$ cat src/ecc_pkg.sv
package ecc_pkg;

    ////////////////////////////////////////////////////////////
    // Word layout
    ////////////////////////////////////////////////////////////
    localparam int DATA_W = 64;                  // User data bits
    localparam int CHK_W  = 8;                   // Hamming bits plus overall parity
    localparam int WORD_W = DATA_W + CHK_W;      // Stored codeword, check byte on top
    localparam int ADDR_W = 8;                   // 256 words
    localparam int SYN_W  = 7;                   // Hamming syndrome width

    ////////////////////////////////////////////////////////////
    // Hamming position of data bit k
    ////////////////////////////////////////////////////////////
    // Data takes the positions that are not powers of two, from 3 up.
    // Bit 0 lands on 3, bit 1 on 5, bit 2 on 6, bit 63 on 71
    function automatic logic [SYN_W-1:0] data_pos(input int k);
        int cnt;
        logic [SYN_W-1:0] pos;
        cnt = 0;
        pos = '0;
        for (int p = 3; p < 2 ** SYN_W; p++) begin
            if ((p & (p - 1)) != 0) begin        // Skip check bit slots
                if (cnt == k) begin
                    pos = SYN_W'(p);
                end
                cnt++;
            end
        end
        return pos;
    endfunction

endpackage

$ cat src/ecc_err_log.sv
`timescale 1ns/10ps

module ecc_err_log #(
    parameter int CNT_W = 8
) (
    input  logic                        clk,
    input  logic                        rst_n,
    input  logic                        rd_valid,
    input  logic                        corrected,
    input  logic                        uncorrectable,
    input  logic [ecc_pkg::ADDR_W-1:0]  err_addr,
    output logic [CNT_W-1:0]            corr_count,
    output logic [CNT_W-1:0]            uncorr_count,
    output logic [ecc_pkg::ADDR_W-1:0]  last_err_addr
);

    logic hit_corr;
    logic hit_uncorr;

    // Sticks at all ones
    function automatic logic [CNT_W-1:0] sat_inc(input logic [CNT_W-1:0] cnt);
        return (cnt == '1) ? cnt : cnt + 1'b1;
    endfunction

    assign hit_corr   = rd_valid && corrected;
    assign hit_uncorr = rd_valid && uncorrectable;

    always_ff @(posedge clk or negedge rst_n) begin
        if (!rst_n) begin
            corr_count    <= '0;
            uncorr_count  <= '0;
            last_err_addr <= '0;
        end else begin
            if (hit_corr) begin
                corr_count <= sat_inc(corr_count);
            end
            if (hit_uncorr) begin
                uncorr_count <= sat_inc(uncorr_count);
            end
            // Latest flagged read of either kind
            if (hit_corr || hit_uncorr) begin
                last_err_addr <= err_addr;
            end
        end
    end

endmodule

$ cat config.mk
export PLATFORM = sky130hd
export DESIGN_NAME = ecc_err_log
export DESIGN_NICKNAME = d
export VERILOG_FILES = /design/src/ecc_pkg.sv /design/src/ecc_err_log.sv
export SDC_FILE = /design/constraint.sdc
export NUM_CORES = 1
export LEC_CHECK = 0
export BUFFER_PORTS_ARGS = -buffer_cell sky130_fd_sc_hd__clkbuf_2
export CORE_MARGIN = 5
export CORE_UTILIZATION = 35
export DETAILED_ROUTE_END_ITERATION = 16
export PLACE_DENSITY_LB_ADDON = 0.05
export SLEW_MARGIN = 20
export SYNTH_ARGS = -nofsm -noshare
export SYNTH_HDL_FRONTEND = slang
export SYNTH_SLANG_ARGS = --single-unit
$ cat constraint.sdc
create_clock -name clk -period 1.85 [get_ports clk]
set_input_delay 0.0925 -clock clk [delete_from_list [all_inputs] [get_ports clk]]
set_output_delay 0.0925 -clock clk [all_outputs]
set_load 0.01 [all_outputs]
# Yosys cells after proc, flatten, opt, wreduce, memory -nomap -nowiden
# Cells that the tools add are included.
[word_totals]
wordCells = 14
reg_bits = 24
inputBits = 13
output_inout_bits = 24
[classes]
eq_ne = 2
bitwise = 2
add_sub_neg = 2
reduce_logical = 5
[ops]
columns = ["operator", "count"]
rows = [
  ["8-bit by 1-bit adder with 8-bit output (second input constant)", 2],
  ["8-bit equality test (second input constant)", 2],
  ["2-bit AND reduction", 2],
  ["1-bit logical AND", 2],
  ["1-bit NOT", 2],
  ["1-bit logical OR", 1],
]

# Logic depth before layout (Yosys ltp)
# Gate-level depths: netlist of run 1.
[logic_depth]
depth_word = 3
depth_mapped = 5
ltp_nobuf = 5

# Worst setup path before layout of run 1
# OpenSTA, ideal clock, no wires.
[synth_path]
path_type = "reg2reg"
startpoint = "reg uncorr_count[0]"
endpoint = "reg uncorr_count[1]"
t_required_ns = 1.725
arrival_ns = 1.390
stages_incl_launch_ff = 6
n_path_buf = 0
period_less_slack_ns = 1.515
setup_slack_ns = 0.335
path_cell_list = "dfrtp_1 ha_1 nand4_1 or2_1 nand3_2 mux2_2"
[synth_via]
elab_chain_cells = 3
elab_cells_between_ends = 4
classes_between = "add/sub: 1; eq/ne: 1; bitwise: 1; reduce/logical: 1"
[synth_rtl]
columns = ["element", "line_no", "source"]
rows = [
  ["from (decl)", "ecc_err_log.sv:13", "output logic [CNT_W-1:0] uncorr_count,"],
  ["from (signal assigned)", "ecc_err_log.sv:38", "uncorr_count <= sat_inc(uncorr_count);"],
  ["parallel branches: the longest is 3 deep, another holds 8-bit by 1-bit adder with 8-bit output", "n/a", ""],
]
# Several ways; the timed one is not identified.
# A chain may end at the register's enable or synchronous reset.

# Final worst setup path of run 1
[layout_path]
startpoint = "reg corr_count[0]"
endpoint = "reg corr_count[1]"
[layout_via]
elab_chain_cells = 3
elab_cells_between_ends = 4
classes_between = "add/sub: 1; eq/ne: 1; bitwise: 1; reduce/logical: 1"
[layout_rtl]
columns = ["element", "line_no", "source"]
rows = [
  ["from (decl)", "ecc_err_log.sv:12", "output logic [CNT_W-1:0] corr_count,"],
  ["from (signal assigned)", "ecc_err_log.sv:35", "corr_count <= sat_inc(corr_count);"],
  ["parallel branches: the longest is 3 deep, another holds 8-bit by 1-bit adder with 8-bit output", "n/a", ""],
]
# Several ways; the timed one is not identified.

==> results of run 1 <==
==> repair_timing <==
action                                 4_1_cts  5_1_grt
endpoints found under the hold margin       25        6
gates resized for setup                      0        0
setup buffers                                0        0
setup endpoints to repair                    0        0
hold buffers                                 2        6
==> where the power goes <==
group | switching, uW | leakage, uW | internal, uW
registers | 181 | 0.000294 | 675
clock network | 148 | 0.0000138 | 75.9
logic | 258 | 0.000355 | 270
==> cells in the final DEF (no fill, tap or decap), types with 4 or more instances in the layout <==
cell type,netlist,routed
a21oi_1,6,6
dlygate4sd3_1,0,8
mux2_2,11,11
nand2_1,6,6
dfrtp_1,24,24
nor2_1,5,5
nand4_1,4,4
nand3_1,6,6
xnor2_1,4,4
a31oi_1,5,5
clkbuf_2,0,36
==> layer usage <==
metal | vias to the layer above | part of all wire | routed length, um
met3 | 2 | 0.072 | 160
met5 | - | 0 | 0
met4 | 0 | 0.0085 | 19
met1 | 413 | 0.45 | 1010
met2 | 28 | 0.46 | 1040
li1 | 419 | - | -
==> through the flow <==
step / power [uW] / cells / util
after floorplan: 1150 / 89 / -
after global placement: 1390 / 158 / 0.432
after detailed placement: 1400 / 158 / 0.432
after CTS: 1630 / 163 / 0.446
after global routing: 1770 / 169 / 0.466
final: 1610 / 169 / 0.466
==> logic make-up (layout without fill, tap and decap cells) <==
logic type	count (synthesis)	count (layout)	synth area share
XOR/XNOR	6	6	0.0488
AO/OA/AOI/OAI	14	14	0.0767
multiplexers	12	12	0.129
AND/OR/NAND/NOR	30	30	0.160
buffers and inverters	1	48	0.00349
flip-flops	24	24	0.558
adder cells (fa/ha/maj)	2	2	0.0233
==> flip-flops by register name (all words and copies together) (netlist names) <==
name	cells
uncorr_count	8
corr_count	8
last_err_addr	8
==> worst max-delay path: stages, from the launching register on <==
cell and delay, ns:
dfrtp_1 0.43, ha_1 0.23, nand3_1 0.10, o21ai_0 0.32, mux2_2 0.38
==> worst min path at each step <==
| stage | start | to | slack, ns | cells past startpoint |
|---|---|---|---|---|
| CTS | err_addr[5] | last_err_addr[5]$_DFFE_PN0P_ | 0.0004 | 2 |
| finish | err_addr[4] | last_err_addr[4]$_DFFE_PN0P_ | 0.01 | 2 |
| global route | err_addr[4] | last_err_addr[4]$_DFFE_PN0P_ | 0.004 | 2 |
| global placement | rst_n | corr_count[6]$_DFFE_PN0P_ | 0.13 | 1 |
| detailed placement | rst_n | corr_count[2]$_DFFE_PN0P_ | 0.14 | 1 |
| floorplan | rst_n | corr_count[0]$_DFFE_PN0P_ | -0.20 | 0 |
==> cell type report <==
| class | instances | area share |
|---|---|---|
| tap | 33 | 0.0295 |
| sequential | 24 | 0.429 |
| clock buffer | 3 | 0.0161 |
| timing repair buffer | 44 | 0.186 |
| multi-input combinational | 64 | 0.337 |
| inverter | 1 | 0.00268 |
==> summary.md, run 1 <==
| Metric | Value |
|---|---|
| Area of the core region | 3000 um^2 |
| Root cell of the clock tree | clkbuf_4 |
| Area growth from synthesis to layout | 30.1% |
| Final Cell Area | 1400 um^2 |
| Synthesis Warnings | 0 |
| Nature of the critical path startpoint | flip-flop |
| Number of enable-type register cells in the synthesized netlist | 0 |
| Worst endpoint required time | around 2 ns |
| Critical path launch point | corr_count[0]$_DFFE_PN0P_ |
| Final setup fails | 0 |
| # DRC | 0 |
| Die X-Extent | ~65 um |
| Most common library cells after synthesis | 24 x dfrtp_1, 11 x mux2_2, 6 x a21oi_1, 6 x nand2_1, 6 x nand3_1 |
| Number of cells produced by synthesis | 89 |
| Clock buffer count from CTS | 3 |
| Die height | 65.4 um |
| PortBufs | 36 |
| Worst reg-to-reg setup slack | 0.30 ns |
| Num Clock Sinks | 24 |
| Clock-pin slew on the worst setup and hold paths | roughly 0.13 ns |
| WL/cell | roughly 13 um |
| Sum of net half-perimeters after detailed placement | 1.65 mm |
| Worst Setup End Kind | flip-flop |
| Gpl congestion | slightly below 0.8 |
| Share of the cycle needed by the critical path after routing | 0.840 |
| Total routing resource utilization after global routing | 0.117 |
| Total count of hold-check failures in the final report | 0 |
| Met3 capacity usage during global routing | 0.0256 |
| Clock tree buffer depth | 2 |
| Antenna diode count | 0 |
| Met2 global-route usage | 0.186 |
| Starting utilization of the core area | 0.358 |
| Standard-cell row count | 20 |
| Depth of the worst register-to-register path | 4 |
| Total die area | 4280 um^2 |
| Share of synthesized registers carrying an async set or reset | 1.00 |
| Via density per instance | 5.10 |
| Pin count of the biggest net entering global routing | 25 |
| Number of register bits inferred by synthesis | 24 |
| Unrepaired setup endpoints after global routing | false |
| Routed Wire Length | 2.23 mm |
| Net count of the finished layout | 153 |
| Path category of the worst min-delay check | in -> reg |
| Min Clock Period, post-route | 1.55 ns |
| Leakage dissipation | 0.000663 uW |
| Setup TNS Final | 0 ns |
| Via Count | around 860 |
| Number of iterations in the first detailed-routing pass | 4 |
| Relative slew slack | 0.597 |
| Register cell area after layout | 601 um^2 |
| IR Drop Worst-Case VDD | 0.000406 V |
| Htree depth | 1 |
| Slew at the pin closest to its max-slew limit | approximately 0.60 ns |
| Grt ovf | 0 |
| Data arrival at the endpoint of the critical path | 1.76 ns |
| Final max-slew violation count | 0 |
| Setup Slack @ Placement | 0.301 ns |
| Critical Path Sink | corr_count[1]$_DFFE_PN0P_ |
| Most used flip-flop cell after synthesis | dfrtp_1 |
| Main area contributors after synthesis | dfrtp_1 56%, mux2_2 12%, xnor2_1 3.3%, a31oi_1 2.9%, a21oi_1 2.8% |
| Ratio of cells with drive above 1 in the final layout | 0.426 |
| Total of fill cells in the finished design | around 290 |
| Placement Cell Area | 1300 um^2 |
| Post-synthesis instance area | 1080 um^2 |
| Vias in the first global route | 886 |
| Antenna Violating Nets Remaining | 0 |
| Most used standard cell by instance count after synthesis | dfrtp_1 |
| Synthesized Nets | 104 |
| Largest fanout on the critical path | 4 |
| Seq/Total Area, Yosys | 0.558 |
| Cell variety after synth | 25 |
| Type of the worst setup path | reg -> reg |
| Average cell area after synthesis | around 12 um^2 |
| Number of top-level design ports | 37 |
| Antenna violations before repair | 0 |
| Multi-input gate area | around 470 um^2 |
| Highest-utilization routing layer at the global route stage | met2 |
| Met1 global-route usage | 0.150 |
| Share of the synthesized area in the top cell type | 0.558 |
| Count of max-cap constraint violations | 0 |
| TritonCTS clock tree | done |
| Outcome | completed |
| FMAX | between 0.6 and 0.7 GHz |
| Tightest hold margin | 0.0135 ns |
| Yosys top cell by area | dfrtp_1 |
| Startpoint of the lowest-slack register-to-register path | corr_count[0]$_DFFE_PN0P_ |
| Initial DRC Count | 45 |
| Worst path setup slack after routing | 0.295 ns |
| Total power per unit cell area | between 1000 and 1500 nW/um^2 |
| Max Clock Skew | 0.000876 ns |
| Source-to-sink clock delay at the later pin of the worst-skew pair | 0.30 ns |
| Crit Reg-Reg Endpoint | corr_count[1]$_DFFE_PN0P_ |
| First-pass GRT wire length | 3.88 mm |
(Power assumes the default switching activity.)
==> run 2: changes to the inputs <==
Clock period 1.85 ns to 1.4 ns, I/O delays scaled along.
==> run 2 against run 1 <==
Sequential share of layout area decreased by 4.8 points. The run now ends with setup timing left. Total power increased by 55%. Critical path depth increased by 1. Critical path type unchanged. Hold slack improved by 0.12 ns. Combinational power increased by 100%. Maximum frequency increased by 11%. Clock power increased by 61%. Routed wire length increased by 9.8%. Count of clock-buffer cells in the layout increased by 1. Sequential power increased by 23%. Cell area increased by 13%. Flip-flop and latch count unchanged.
==> summary.md, run 2 (same netlist as run 1, synthesis figures left out) <==
| Metric | Value |
|---|---|
| Via Count | 915 (+6.1%) |
| Clock-pin slew on the worst setup and hold paths | 0.13 ns (about the same) |
| Via density per instance | 4.87 (-4.6%) |
| Crit Reg-Reg Endpoint | uncorr_count[1]$_DFFE_PN0P_ |
| TritonCTS clock tree | done |
| Htree depth | 1 (unchanged) |
| Number of instances on the worst hold path | 3 (+1) |
| Int Power | 1620 uW (+59%) |
| Startpoint of the lowest-slack register-to-register path | uncorr_count[0]$_DFFE_PN0P_ |
| Area growth from synthesis to layout | 46.5% |
| Net count of the finished layout | 171 (+12%) |
| Sum of net half-perimeters after detailed placement | 1.85 mm (+12%) |
| Vias in the first global route | 930 (+5.0%) |
| Gpl congestion | 0.804 (+1.7%) |
| Hold path startpoint | uncorrectable |
| Total die area | 4280 um^2 (unchanged) |
| Antenna diode count | 0 (unchanged) |
| Antenna Violating Nets Remaining | 0 (unchanged) |
| Grt ovf | 0 (unchanged) |
| Switching Power | 867 uW (+48%) |
| Count of max-cap constraint violations | 0 (unchanged) |
| Initial DRC Count | 22 (-51%) |
| FMAX | 0.714 GHz (+11%) |
| Commonest non-fill, non-tap cells in the layout | 36 x clkbuf_2, 24 x dfrtp_1, 17 x buf_4 |
| Placement Cell Area | 1410 um^2 (+8.9%) |
| PortBufs | 36 (unchanged) |
| Outcome | finished, violations left |
| Worst reg-to-reg setup slack | -0.0008 ns (-0.30 ns) |
| Worst endpoint required time | 1.60 ns (-0.46 ns) |
| Final max-slew violation count | 0 (unchanged) |
| Nature of the critical path startpoint | flip-flop |
| Source-to-sink clock delay at the later pin of the worst-skew pair | 0.31 ns (about the same) |
| Type of the worst setup path | reg -> reg |
| Area of the core region | 3000 um^2 (unchanged) |
| Pin count of the biggest net entering global routing | 25 (unchanged) |
| Share of total power in combinational logic | 0.434 (+0.106) |
| Num Clock Sinks | 24 (unchanged) |
| Hold worst-path end | uncorr_count[2]$_DFFE_PN0P_ |
| Tightest hold margin | 0.133 ns (+0.120 ns) |
| Worst Setup End Kind | flip-flop |
| Root cell of the clock tree | clkbuf_4 |
| Fraction of power spent switching nets | 0.348 (-0.0172) |
| Slew at the pin closest to its max-slew limit | 0.604 ns (+0.000258 ns) |
| Top Registers | corr_count x8, last_err_addr x8, uncorr_count x8 |
| Path category of the worst min-delay check | in -> reg |
| Number of top-level design ports | 37 (unchanged) |
| Final core area utilization | 0.525 (+0.0588) |
| Routed Wire Length | 2.45 mm (+9.8%) |
| Unrepaired setup endpoints after global routing | true |
| Largest fanout on the critical path | 2 (-2) |
| Worst path setup slack after routing | -0.000799 ns (-0.296 ns) |
| Die X-Extent | 65.4 um (unchanged) |
| Min Clock Period, post-route | 1.40 ns (-0.154 ns) |
| Final Cell Area | 1580 um^2 (+13%) |
| WL/cell | 13.0 um (-1.3%) |
| Clock tree buffer depth | 2 (unchanged) |
| First-pass GRT wire length | 4.22 mm (+8.7%) |
| Seq pwr share | 0.421 (-0.112) |
| Relative slew slack | 0.597 (about the same) |
| Clock power share | 0.144 (+0.005) |
| Ratio of cells with drive above 1 in the final layout | 0.516 (+0.0897) |
| Violated checks | setup timing |
| Standard-cell row count | 20 (unchanged) |
| Share of the cycle needed by the critical path after routing | 1.00 (+0.160) |
| Number of iterations in the first detailed-routing pass | 3 (-1) |
| Total power per unit cell area | 1580 nW/um^2 (+38%) |
| IR Drop Worst-Case VDD | 0.000712 V (+76%) |
| Leakage dissipation | 0.000761 uW (+15%) |
| Die height | 65.4 um (unchanged) |
| Antenna violations before repair | 0 (unchanged) |
| Most common cell after layout, fill and taps aside | clkbuf_2 |
| Total routing resource utilization after global routing | 0.123 (+0.00661) |
| Starting utilization of the core area | 0.358 (unchanged) |
| Max Clock Skew | 0.00891 ns (+0.00804 ns) |
| Depth of the worst register-to-register path | 5 (+1) |
| Total count of hold-check failures in the final report | 0 (unchanged) |
| Data arrival at the endpoint of the critical path | 1.60 ns (-0.16 ns) |
| Final setup fails | 1 (+1) |
| # DRC | 0 (unchanged) |
| Clock buffer count from CTS | 3 (unchanged) |
## run 2: area by class of cell
cell class                      instances  area, um^2
Clock buffer                            4        36.3
Fill cell                             289        1430
Inverter                                1        3.75
Multi-Input combinational cell         64         497
Sequential cell                        24         601
Tap cell                               33        41.3
Timing Repair Buffer                   62         398
## run 2: timing repair
| action | in CTS | in global routing |
|---|---|---|
| resized for setup | 0 | 3 |
| hold buffers | 9 | 0 |
| pin swaps | 2 | 2 |
| endpoints found under the hold margin | 32 | 0 |
| buffers inserted | 2 | 1 |
| setup endpoints to repair | 1 | 3 |
## run 2: how the worst max path moves through the flow
stage	start	end	slack [ns]	depth (start not counted)
after global placement	uncorr_count[1]$_DFFE_PN0P_	uncorr_count[1]$_DFFE_PN0P_	0.02	5
after global routing	uncorr_count[0]$_DFFE_PN0P_	uncorr_count[1]$_DFFE_PN0P_	-0.04	5
after CTS	uncorr_count[0]$_DFFE_PN0P_	uncorr_count[1]$_DFFE_PN0P_	0.004	5
after floorplan	uncorr_count[0]$_DFFE_PN0P_	uncorr_count[1]$_DFFE_PN0P_	-0.11	5
final	uncorr_count[0]$_DFFE_PN0P_	uncorr_count[1]$_DFFE_PN0P_	-0.0008	5
after detailed placement	uncorr_count[0]$_DFFE_PN0P_	uncorr_count[1]$_DFFE_PN0P_	-0.008	5
## run 2: power by group through the flow
stage	clock network [uW]	registers, uW	logic [uW]
after CTS	379	1040	1080
final	360	1050	1080
after global routing	413	1070	1220
after global placement	0	1030	1020
after detailed placement	0	1050	1030
after floorplan	0	1210	329
## run 2: worst max-delay path: stages (launching register included)
cell and delay, ns:
dfrtp_1 0.38, ha_2 0.19, nand4_1 0.09, or2_1 0.26, nand3_2 0.09, mux2_4 0.30
## run 2: through the flow
step,cells,power [uW],setup TNS (ns),setup WS (ns)
floorplan,89,1530,-0.108,-0.108
global placement,172,2050,0,0.0211
detailed placement,172,2080,-0.00795,-0.00795
CTS,187,2490,0,0.00442
global route,188,2700,-0.0414,-0.0414
finish,188,2490,-0.000799,-0.000799
## run 2: metal layers
metal  track usage  part of all wire  wire length (um)
met4        0.0233                 0                 0
met3        0.0239             0.049               121
met1         0.161              0.47              1160
met2         0.212              0.48              1170
met5             0                 0                 0
==> run 3: changes to the inputs <==
--- a/constraint.sdc
+++ b/constraint.sdc
@@ -3,2 +3,2 @@
 set_output_delay 0.07 -clock clk [all_outputs]
-set_load 0.01 [all_outputs]
+set_load 0.05 [all_outputs]
==> run 3 against run 2 <==
Hold slack gained 0.0038 ns. Cell area shrank 1.3%. Combinational power grew 43%. The run now ends clean. Sequential power grew 9%. Critical path depth is the same. Clock skew shrank 0.0075 ns. Setup slack gained 0.034 ns. Maximum frequency grew 2.5%. Non-clock buffer count shrank 7. Flip-flop and latch count is the same.
==> summary.md, run 3 (same netlist as run 1, synthesis figures left out) <==
| Metric | Value |
|---|---|
| Outcome | completed |
| Data arrival at the endpoint of the critical path | 1.57 ns (-0.03 ns) |
| Total die area | 4280 um^2 (unchanged) |
| First-pass GRT wire length | 3.91 mm (-7.3%) |
| Final max-slew violation count | 0 (unchanged) |
| # DRC | 0 (unchanged) |
| Area of the core region | 3000 um^2 (unchanged) |
| IR Drop Worst-Case VDD | 0.000963 V (+35%) |
| Total routing resource utilization after global routing | 0.117 (-0.00652) |
| Count of max-cap constraint violations | 0 (unchanged) |
| Clock-pin slew on the worst setup and hold paths | 0.12 ns (about the same) |
| Commonest non-fill, non-tap cells in the layout | 36 x clkbuf_2, 13 x dfrtp_2, 11 x dfrtp_1 |
| Vias in the first global route | 856 (-8.0%) |
| Htree depth | 1 (unchanged) |
| Relative slew slack | 0.606 (+0.00907) |
| Most common cell after layout, fill and taps aside | clkbuf_2 |
| TritonCTS clock tree | done |
| Standard-cell row count | 20 (unchanged) |
| Leakage dissipation | 0.000716 uW (-5.9%) |
| Source-to-sink clock delay at the later pin of the worst-skew pair | 0.30 ns (about the same) |
| Ratio of cells with drive above 1 in the final layout | 0.581 (+0.0650) |
| Pin count of the biggest net entering global routing | 25 (unchanged) |
| Clock tree buffer depth | 2 (unchanged) |
| Final setup fails | 0 (-1) |
| Initial DRC Count | 14 (-36%) |
| Total design power | 3030 uW (+22%) |
| Routed Wire Length | 2.24 mm (-8.6%) |
| Total count of hold-check failures in the final report | 0 (unchanged) |
| Unrepaired setup endpoints after global routing | true |
| Largest fanout on the critical path | 3 (+1) |
| Grt ovf | 0 (unchanged) |
| Setup TNS Final | 0 ns (+0.000799 ns) |
| Sum of net half-perimeters after detailed placement | 1.70 mm (-7.7%) |
| Total power per unit cell area | 1940 nW/um^2 (+23%) |
| Antenna violations before repair | 0 (unchanged) |
| Share of the cycle needed by the critical path after routing | 0.976 (-0.0243) |
| Tightest hold margin | 0.137 ns (+0.00377 ns) |
| Num Clock Sinks | 24 (unchanged) |
| Max Clock Skew | 0.00144 ns (-0.00747 ns) |
| PortBufs | 36 (unchanged) |
| Number of top-level design ports | 37 (unchanged) |
| Antenna Violating Nets Remaining | 0 (unchanged) |
| Min Clock Period, post-route | 1.37 ns (-0.0341 ns) |
| Top Registers | corr_count x8, last_err_addr x8, uncorr_count x8 |
| Starting utilization of the core area | 0.358 (unchanged) |
| Root cell of the clock tree | clkbuf_4 |
| Die height | 65.4 um (unchanged) |
| Die X-Extent | 65.4 um (unchanged) |
| Worst Setup End Kind | flip-flop |
| Nature of the critical path startpoint | flip-flop |
| Net count of the finished layout | 164 (-4.1%) |
| Number of iterations in the first detailed-routing pass | 4 (+1) |
| Resized cells post-CTS | 0 (unchanged) |
| Worst endpoint required time | 1.60 ns (about the same) |
| Slew at the pin closest to its max-slew limit | 0.591 ns (-0.0136 ns) |
| Type of the worst setup path | reg -> reg |
| Gpl congestion | 0.775 (-3.6%) |
| Antenna diode count | 0 (unchanged) |
| Path category of the worst min-delay check | in -> reg |
| Via Count | 878 (-4.0%) |
| Post CTS Setup Buffer Count | 0 (-2) |
| WL/cell | 12.4 um (-5.0%) |
| Via density per instance | 4.85 (-0.33%) |
| FMAX | 0.732 GHz (+2.5%) |
| Clock buffer count from CTS | 3 (unchanged) |
| Area growth from synthesis to layout | 44.7% |
-- run 3: cell types whose count changed in the layout (fill, tap and decap cells not counted), sizes merged --
cell,change
buf,-7
-- run 3: layer usage --
| layer | wire (um) | up-vias | global-route usage |
|---|---|---|---|
| li1 | - | 442 | - |
| met1 | 1090 | 409 | 0.164 |
| met2 | 988 | 25 | 0.176 |
| met3 | 138 | 2 | 0.0222 |
| met4 | 18 | 0 | 0.0466 |
| met5 | 0 | - | 0 |
-- run 3: power by group --
group | internal (uW) | switching [uW] | leakage [uW]
combinational | 499 | 1040 | 0.000417
clock | 158 | 192 | 0.0000210
sequential | 917 | 220 | 0.000278
-- run 3: metrics by stage --
stage | area (um^2) | worst slack, ns | std cells | util
after floorplan | 1130 | -0.203 | 89 | -
after global placement | 1430 | 0.0517 | 168 | 0.476
after detailed placement | 1430 | 0.0235 | 168 | 0.476
after CTS | 1560 | 0.00416 | 181 | 0.518
after global routing | 1560 | -0.0298 | 181 | 0.518
final | 1560 | 0.0333 | 181 | 0.518
-- run 3: worst paths after layout --
path / from / to / slack, ns / cells after the start
worst max-delay path: uncorr_count[0]$_DFFE_PN0P_ / uncorr_count[1]$_DFFE_PN0P_ / 0.03 / 5
worst min-delay path: uncorrectable / uncorr_count[2]$_DFFE_PN0P_ / 0.14 / 3
worst max register to register: uncorr_count[0]$_DFFE_PN0P_ / uncorr_count[1]$_DFFE_PN0P_ / 0.03 / 5
worst min register to register: corr_count[5]$_DFFE_PN0P_ / corr_count[5]$_DFFE_PN0P_ / 0.50 / 1
max in group asynchronous: rst_n / uncorr_count[1]$_DFFE_PN0P_ / 0.69 / 2
min in group asynchronous: rst_n / corr_count[6]$_DFFE_PN0P_ / 0.29 / 2
-- run 3: cell type report --
cell class,count,area (um^2)
Clock buffer,4,36.3
Fill cell,280,1450
Inverter,1,3.75
Multi-Input combinational cell,64,513
Sequential cell,24,617
Tap cell,33,41.3
Timing Repair Buffer,55,345
-- run 3: critical path, cell delays in order, from the launching register on --
cell and delay [ns]:
dfrtp_2 0.41, ha_4 0.14, nand4_1 0.08, or2_1 0.25, nand3_2 0.09, mux2_4 0.30
-- run 3: timing repair --
item	4_1_cts	5_1_grt
hold buffers	9	0
setup endpoints to repair	0	1
hold endpoints to repair	32	0
